### src/hw/delay_consts.svh
`ifndef DELAY_CONSTS_SVH
`define DELAY_CONSTS_SVH

// width of one stream sample.
`define SAMPLE_WIDTH 16

// width of a delay value, so the longest delay is 127 cycles.
`define DELAY_CNT_WIDTH 7

// must hold at least the longest delay.
`define FIFO_DEPTH 128

// cycles the FIFO refuses writes after reset or flush.
`define RST_BUSY_CYCLES 4

`endif

### src/hw/delay_ctrl_pkg.sv
`default_nettype none

`include "delay_consts.svh"

package delay_ctrl_pkg;

  typedef logic [`DELAY_CNT_WIDTH-1:0] delay_t;  // delay in clock cycles.

  // shortest legal delay, covering FIFO read latency plus the output register.
  localparam delay_t DELAY_MIN = 3;

  typedef enum logic [1:0] {
    RUN,        // line streaming with the active delay.
    FLUSH,      // one cycle, restarts the line.
    WAIT_BUSY   // FIFO still in its busy window.
  } cfg_state_t;

endpackage

`default_nettype wire

### src/hw/sample_pkg.sv
`default_nettype none

`include "delay_consts.svh"

package sample_pkg;

  typedef logic [`SAMPLE_WIDTH-1:0] sample_t;  // one stream word.

endpackage

`default_nettype wire

### src/hw/delay_config.sv
`default_nettype none
`timescale 1ns/1ps

`include "delay_consts.svh"

module delay_config import delay_ctrl_pkg::*; (
  input  wire         CLK,
  input  wire         RESETN,
  input  wire delay_t delay,
  input  wire         delay_load,
  output delay_t      cur_delay,
  output wire         flush
);

  localparam int WAIT_W = $clog2(`RST_BUSY_CYCLES + 1);

  cfg_state_t        state;
  logic [WAIT_W-1:0] wait_cnt;

  assign flush = (state == FLUSH);

  always_ff @(posedge CLK) begin
    if (!RESETN) begin
      state     <= RUN;
      cur_delay <= delay;  // follows the port while in reset.
      wait_cnt  <= '0;
    end else begin
      case (state)
        RUN: begin
          if (delay_load && (delay != cur_delay)) begin
            cur_delay <= delay;
            state     <= FLUSH;
          end
        end
        FLUSH: begin
          wait_cnt <= WAIT_W'(`RST_BUSY_CYCLES);
          state    <= WAIT_BUSY;
        end
        WAIT_BUSY: begin
          wait_cnt <= wait_cnt - 1'b1;
          if (wait_cnt == WAIT_W'(1)) begin
            state <= RUN;  // FIFO busy window is over.
          end
        end
        default: state <= RUN;
      endcase
    end
  end

  a_flush_single: assert property (@(posedge CLK) disable iff (!RESETN) flush |=> !flush)
    else $error("delay_config: flush held for two cycles");

endmodule

`default_nettype wire

### src/hw/delay_ctrl.sv
`default_nettype none
`timescale 1ns/1ps

module delay_ctrl import delay_ctrl_pkg::*; (
  input  wire         CLK,
  input  wire         RESETN,
  input  wire delay_t cur_delay,
  input  wire         flush,
  input  wire         fifo_empty,
  input  wire         fifo_full,
  input  wire         rst_busy,
  output wire         fifo_we,
  output wire         fifo_re,
  output wire         din_ready,
  output logic        out_valid_raw
);

  delay_t cnt;
  delay_t thr;
  logic   read_ready;
  logic   we_q;
  logic   re_q;
  logic   wr_ok;
  logic   at_thr;
  logic   rd_ok;

  // first read goes out cur_delay-2 cycles after the first write.
  // FIFO read and output register add the last two cycles.
  assign thr    = cur_delay - DELAY_MIN;
  assign wr_ok  = !fifo_full && !rst_busy;
  assign at_thr = fifo_we && (cnt >= thr);
  assign rd_ok  = (read_ready || at_thr) && (!fifo_empty || fifo_we);

  assign fifo_we   = we_q && !flush;  // a flush cycle captures nothing.
  assign fifo_re   = re_q && !flush;
  assign din_ready = fifo_we;

  always_ff @(posedge CLK) begin
    if (!RESETN || flush) begin
      cnt        <= '0;
      read_ready <= 1'b0;
    end else begin
      if (fifo_we && (cnt < thr)) begin
        cnt <= cnt + 1'b1;  // saturates at thr.
      end
      if (at_thr) begin
        read_ready <= 1'b1;
      end
    end
  end

  always_ff @(posedge CLK) begin
    if (!RESETN || flush) begin
      we_q          <= 1'b0;
      re_q          <= 1'b0;
      out_valid_raw <= 1'b0;
    end else begin
      we_q          <= wr_ok;
      re_q          <= rd_ok;
      out_valid_raw <= fifo_re;  // matches FIFO read latency.
    end
  end

  a_read_has_data: assert property (@(posedge CLK) disable iff (!RESETN)
    fifo_re |-> !fifo_empty)
    else $error("delay_ctrl: read issued with no data in the FIFO");

endmodule

`default_nettype wire

### src/hw/delay_fifo.sv
`default_nettype none
`timescale 1ns/1ps

`include "delay_consts.svh"

module delay_fifo #(
  parameter type payload_t = logic [`SAMPLE_WIDTH-1:0],
  parameter int  DEPTH     = `FIFO_DEPTH
) (
  input  wire           CLK,
  input  wire           RESETN,
  input  wire           flush,
  input  wire           we,
  input  wire payload_t wdata,
  input  wire           re,
  output payload_t      rdata,
  output wire           empty,
  output wire           full,
  output wire           rst_busy
);

  localparam int PTR_W  = $clog2(DEPTH);
  localparam int CNT_W  = $clog2(DEPTH + 1);
  localparam int BUSY_W = $clog2(`RST_BUSY_CYCLES + 1);

  payload_t          mem [DEPTH];
  logic [PTR_W-1:0]  wr_ptr;
  logic [PTR_W-1:0]  rd_ptr;
  logic [CNT_W-1:0]  count;
  logic [BUSY_W-1:0] busy_cnt;
  logic              do_wr;
  logic              do_rd;

  assign empty    = (count == '0);
  assign full     = (count == CNT_W'(DEPTH));
  assign rst_busy = (busy_cnt != '0);

  assign do_wr = we && !full && !rst_busy && !flush;
  assign do_rd = re && !empty && !flush;  // flush wins over a read.

  always_ff @(posedge CLK) begin
    if (!RESETN) begin
      busy_cnt <= BUSY_W'(`RST_BUSY_CYCLES);
    end else if (flush) begin
      busy_cnt <= BUSY_W'(`RST_BUSY_CYCLES);
    end else if (busy_cnt != '0) begin
      busy_cnt <= busy_cnt - 1'b1;
    end
  end

  always_ff @(posedge CLK) begin
    if (!RESETN || flush) begin
      wr_ptr <= '0;
      rd_ptr <= '0;
      count  <= '0;
    end else begin
      if (do_wr) begin
        wr_ptr <= (wr_ptr == PTR_W'(DEPTH - 1)) ? '0 : wr_ptr + 1'b1;
      end
      if (do_rd) begin
        rd_ptr <= (rd_ptr == PTR_W'(DEPTH - 1)) ? '0 : rd_ptr + 1'b1;
      end
      case ({do_wr, do_rd})
        2'b10:   count <= count + 1'b1;
        2'b01:   count <= count - 1'b1;
        default: count <= count;
      endcase
    end
  end

  always_ff @(posedge CLK) begin
    if (do_wr) begin
      mem[wr_ptr] <= wdata;
    end
    if (do_rd) begin
      rdata <= mem[rd_ptr];  // data shows one cycle after re.
    end
  end

  a_no_write_full: assert property (@(posedge CLK) disable iff (!RESETN) we |-> !full)
    else $error("delay_fifo: write while full");

  a_no_read_empty: assert property (@(posedge CLK) disable iff (!RESETN) re |-> !empty)
    else $error("delay_fifo: read while empty");

endmodule

`default_nettype wire

### src/hw/delay_line_top.sv
`default_nettype none
`timescale 1ns/1ps

module delay_line_top import sample_pkg::*, delay_ctrl_pkg::*; (
  input  wire          CLK,
  input  wire          RESETN,
  input  wire delay_t  delay,
  input  wire          delay_load,
  input  wire sample_t din,
  output wire          din_ready,
  output sample_t      dout,
  output logic         dout_valid,
  output logic         underrun
);

  delay_t  cur_delay;
  logic    flush;
  logic    fifo_we;
  logic    fifo_re;
  logic    out_valid_raw;
  sample_t fifo_dout;
  logic    fifo_empty;
  logic    fifo_full;
  logic    rst_busy;

  delay_config i_delay_config (
    .CLK        (CLK),
    .RESETN     (RESETN),
    .delay      (delay),
    .delay_load (delay_load),
    .cur_delay  (cur_delay),
    .flush      (flush)
  );

  delay_ctrl i_delay_ctrl (
    .CLK           (CLK),
    .RESETN        (RESETN),
    .cur_delay     (cur_delay),
    .flush         (flush),
    .fifo_empty    (fifo_empty),
    .fifo_full     (fifo_full),
    .rst_busy      (rst_busy),
    .fifo_we       (fifo_we),
    .fifo_re       (fifo_re),
    .din_ready     (din_ready),
    .out_valid_raw (out_valid_raw)
  );

  delay_fifo #(
    .payload_t (sample_t)
  ) i_delay_fifo (
    .CLK      (CLK),
    .RESETN   (RESETN),
    .flush    (flush),
    .we       (fifo_we),
    .wdata    (din),
    .re       (fifo_re),
    .rdata    (fifo_dout),
    .empty    (fifo_empty),
    .full     (fifo_full),
    .rst_busy (rst_busy)
  );

  delay_out i_delay_out (
    .CLK           (CLK),
    .RESETN        (RESETN),
    .flush         (flush),
    .rdata         (fifo_dout),
    .out_valid_raw (out_valid_raw),
    .dout          (dout),
    .dout_valid    (dout_valid),
    .underrun      (underrun)
  );

endmodule

`default_nettype wire

### src/hw/delay_out.sv
`default_nettype none
`timescale 1ns/1ps

module delay_out import sample_pkg::*; (
  input  wire          CLK,
  input  wire          RESETN,
  input  wire          flush,
  input  wire sample_t rdata,
  input  wire          out_valid_raw,
  output sample_t      dout,
  output logic         dout_valid,
  output logic         underrun
);

  logic seen_valid;

  always_ff @(posedge CLK) begin
    if (out_valid_raw) begin
      dout <= rdata;
    end
  end

  always_ff @(posedge CLK) begin
    if (!RESETN || flush) begin
      dout_valid <= 1'b0;  // drops samples still in flight.
      seen_valid <= 1'b0;
      underrun   <= 1'b0;
    end else begin
      dout_valid <= out_valid_raw;
      if (out_valid_raw) begin
        seen_valid <= 1'b1;
      end
      if (seen_valid && !out_valid_raw) begin
        underrun <= 1'b1;  // sticky until the next flush.
      end
    end
  end

endmodule

`default_nettype wire

### config.mk
export PLATFORM = sky130hd
export DESIGN_NAME = delay_line_top
export DESIGN_NICKNAME = d
export VERILOG_FILES = /design/src/hw/delay_ctrl_pkg.sv /design/src/hw/sample_pkg.sv /design/src/hw/delay_config.sv /design/src/hw/delay_ctrl.sv /design/src/hw/delay_fifo.sv /design/src/hw/delay_line_top.sv /design/src/hw/delay_out.sv
export VERILOG_INCLUDE_DIRS = /design/src /design/src/hw
export SDC_FILE = /design/constraint.sdc
export NUM_CORES = 2
export LEC_CHECK = 0
export BUFFER_PORTS_ARGS = -buffer_cell sky130_fd_sc_hd__buf_2
export CAP_MARGIN = 20
export CELL_PAD_IN_SITES_DETAIL_PLACEMENT = 0
export CELL_PAD_IN_SITES_GLOBAL_PLACEMENT = 1
export CORE_UTILIZATION = 50
export CTS_BUF_LIST = sky130_fd_sc_hd__clkbuf_8 sky130_fd_sc_hd__clkbuf_16
export DETAILED_ROUTE_END_ITERATION = 10
export PLACE_DENSITY_LB_ADDON = 0.05
export SLEW_MARGIN = 20
export SYNTH_ARGS = -nofsm -noshare
export SYNTH_HDL_FRONTEND = slang
export SYNTH_SLANG_ARGS = --single-unit
### constraint.sdc
create_clock -name CLK -period 4.7 [get_ports CLK]
set_input_delay 0.235 -clock CLK [delete_from_list [all_inputs] [get_ports CLK]]
set_output_delay 0.235 -clock CLK [all_outputs]
set_load 0.02 [all_outputs]
==> results.json <==
{
  "cts_setup_buffers": 0,
  "finalMaxSlewViolations": 0,
  "slew_headroom_pct": 17.0,
  "p_per_area_mw_per_mm2": 400,
  "clk_pin_slew_ps": 60,
  "core_mm2": 0.165,
  "overflow": 0,
  "finalNetCount": 4433,
  "synth-seq-area-share_pct": 76.5,
  "first_iter_violations": 4542,
  "yosysTopAreaCellShare_pct": 75.5,
  "worstPathRequired_ps": 5290,
  "syn_nets": 4092,
  "dieArea_mm2": 0.168,
  "routabilityCongestion": 0.874,
  "start_util_pct": 50.3,
  "routedWlPerCell_um": 33.2,
  "grt_start_max_net_pins": 85,
  "end_kind": "flip-flop",
  "grt_pass1_wl_mm": 318,
  "crit_fanout": 31,
  "die_h_um": 410,
  "fin_worst_skew_ps": 28.8,
  "grt_pass1_vias": 41500,
  "die_w_um": 410,
  "synth_edf_count": 2087,
  "wl_mm": 224,
  "cts_buffer_depth": 3,
  "irDropWorstVdd_mv": 0.445,
  "rows": 149,
  "drt_first_pass_iters": 10,
  "htree_levels": 4,
  "path_class": "reg2reg",
  "violations": "DRC",
  "dp_cells": 6336,
  "synth_warnings": 0,
  "maxCapViolations": 0,
  "antenna_left": 0,
  "track_usage_pct": 27.0,
  "worst_slew_pin_slew_ps": 1240,
  "min_period_ps": 4130,
  "critPathLaunchType": "flip-flop",
  "dp_hpwl_mm": 137,
  "area_growth_pct": 13.2,
  "finalSetupTns_ps": 0,
  "synth_area_leader_cell": "edfxtp_1",
  "cts_tree": "built",
  "cp.arrival_ps": 4730,
  "min-delay-start": "din[7]",
  "synthArstFlopShare_pct": 0,
  "syn_area_per_cell_um2": 20.6,
  "ys_types": 68,
  "yosys-top-cells-count": "2,087 x edfxtp_1, 390 x mux4_2, 298 x mux2i_1, 214 x nor2_1, 86 x a21oi_1",
  "cp-startpoint": "i_delay_fifo.rd_ptr[0]",
  "syn_inst": 4040,
  "numCtsBuffers": 215,
  "worstHoldPathType": "in2reg",
  "via_per_inst": 6.14,
  "root_buffer": "clkbuf_16",
  "vias": 41400,
  "timing.rr.start": "i_delay_fifo.rd_ptr[0]",
  "hold_violations": 0,
  "ios": 45,
  "dominantRegCellSynth": "edfxtp_1",
  "leakagePower_uw": 0.0286,
  "yosysMostFrequentCell": "edfxtp_1",
  "port_buffers": 44,
  "clock.fmax_mhz": 242,
  "post_route_cells_drive_above_1_share_pct": 24.4,
  "synth_area_mm2": 0.0831,
  "fin_crit_sh_pct": 88.0,
  "synth_area_leaders": "edfxtp_1 75%, mux4_2 11%, mux2i_1 3.6%, dfxtp_1 1.1%, nor2_1 0.97%",
  "antenna_found_initial": 9,
  "setup_viol": 0,
  "instances_no_fill": 6744,
  "synth_seq_cells": 2131,
  "rsz0062_at_grt": "no",
  "remaining_drc_errors": 24,
  "clk_latency_ps": 850,
  "cts.sinks": 2131,
  "status": "complete, but fails checks"
}
==> timing repair <==
| action | in CTS | in global routing |
|---|---|---|
| hold endpoints to repair | 131 | 16 |
| setup endpoints to repair | 0 | 0 |
| hold buffers | 15 | 1 |
| gates resized for setup | 0 | 0 |
==> final cells by class <==
class,count,area [µm²]
Multi-Input combinational cell,1666,18200
Timing Repair Buffer,341,2830
Fill cell,12400,70900
Clock inverter,168,1160
Clock buffer,218,5460
Sequential cell,2131,63600
Inverter,26,97.6
Antenna cell,5,12.5
Tap cell,2189,2740
==> cells by family (layout without fill, tap and decap cells) <==
logic type	Yosys count	after routing	synth area share (%)
DFF	2131	2131	76.5
muxes	740	740	14.9
AOI/OAI and AO/OA	452	452	3.85
and+or+nand+nor	419	419	2.30
buffers and inverters	243	753	1.75
xor gates and xnor gates	29	29	0.306
adders and majority gates	26	26	0.401
other	0	5	0
==> state kept, by name, summed over array words and instances (netlist names), 2 cells and up <==
register / cells
i_delay_config.cur_delay: 7
i_delay_config.state: 2
i_delay_config.wait_cnt: 3
i_delay_ctrl.cnt: 7
i_delay_fifo.busy_cnt: 3
i_delay_fifo.count: 8
i_delay_fifo.mem: 2048
i_delay_fifo.rd_ptr: 7
i_delay_fifo.rdata: 16
i_delay_fifo.wr_ptr: 7
i_delay_out.dout: 16
==> metal layers <==
| metal | up-vias | global-route usage, % | share of wire, % |
|---|---|---|---|
| met5 | - | 0 | 0 |
| met4 | 0 | 8.36 | 3.0 |
| met2 | 1543 | 43.9 | 49 |
| met3 | 296 | 4.37 | 6.9 |
| met1 | 22100 | 37.7 | 41 |
| li1 | 17500 | - | - |
==> metrics by stage <==
stage / hold WS, ps / cell area [µm²] / setup WS (ps) / power, µW / util [%]
floorplan: 334 / 83100 / 567 / 21400 / -
global placement: 404 / 87200 / 646 / 21800 / 52.9
detailed placement: 408 / 87200 / 679 / 21800 / 52.9
CTS: 0.248 / 94000 / 681 / 37900 / 57.0
global route: 26.6 / 94000 / 554 / 38600 / 57.0
finish: 20.5 / 94100 / 566 / 37600 / 57.0
==> critical path: stages, from the launching register on <==
cell	delay, ps
dfxtp_4	840
buf_4	290
buf_12	250
mux4_2	570
a22o_1	240
a2111oi_0	830
nor3_1	370
o32a_1	380
==> path summary, 6_finish.rpt <==
path	endpoint	slack [ps]	cells after the start
worst max-delay path	i_delay_fifo.rdata[4]	570	7
worst min-delay path	i_delay_fifo.mem[16][7]	20	1
worst max register to register	i_delay_fifo.rdata[4]	570	7
worst min register to register	i_delay_out.dout[0]	420	0
==> cells in the final DEF, fill, tap and decap left out, types with 25 or more instances in the layout <==
cell       Yosys  final
buf_2         85     28
clkinv_2       0     32
dfxtp_1       44     39
o21ai_0       56     56
nand2_1       52     52
mux2i_1      298    298
clkinv_1       0     52
nor2_2         0     32
clkbuf_16      0    218
a22oi_1       84     84
nor2_1       214    181
mux4_2       390    390
a21oi_1       86     86
inv_1         26     76
buf_4         22    274
mux2_2        52     52
o221ai_1      25     25
a211oi_1      31     31
nand3_1       41     40
edfxtp_1    2087   2087
ha_1          25     25
==> where the power goes <==
part / switching (µW) / internal [µW]
Clock: 7090 / 9110
Combinational: 442 / 102
Sequential: 18.4 / 20900
Power figures use the tool's default switching activity.
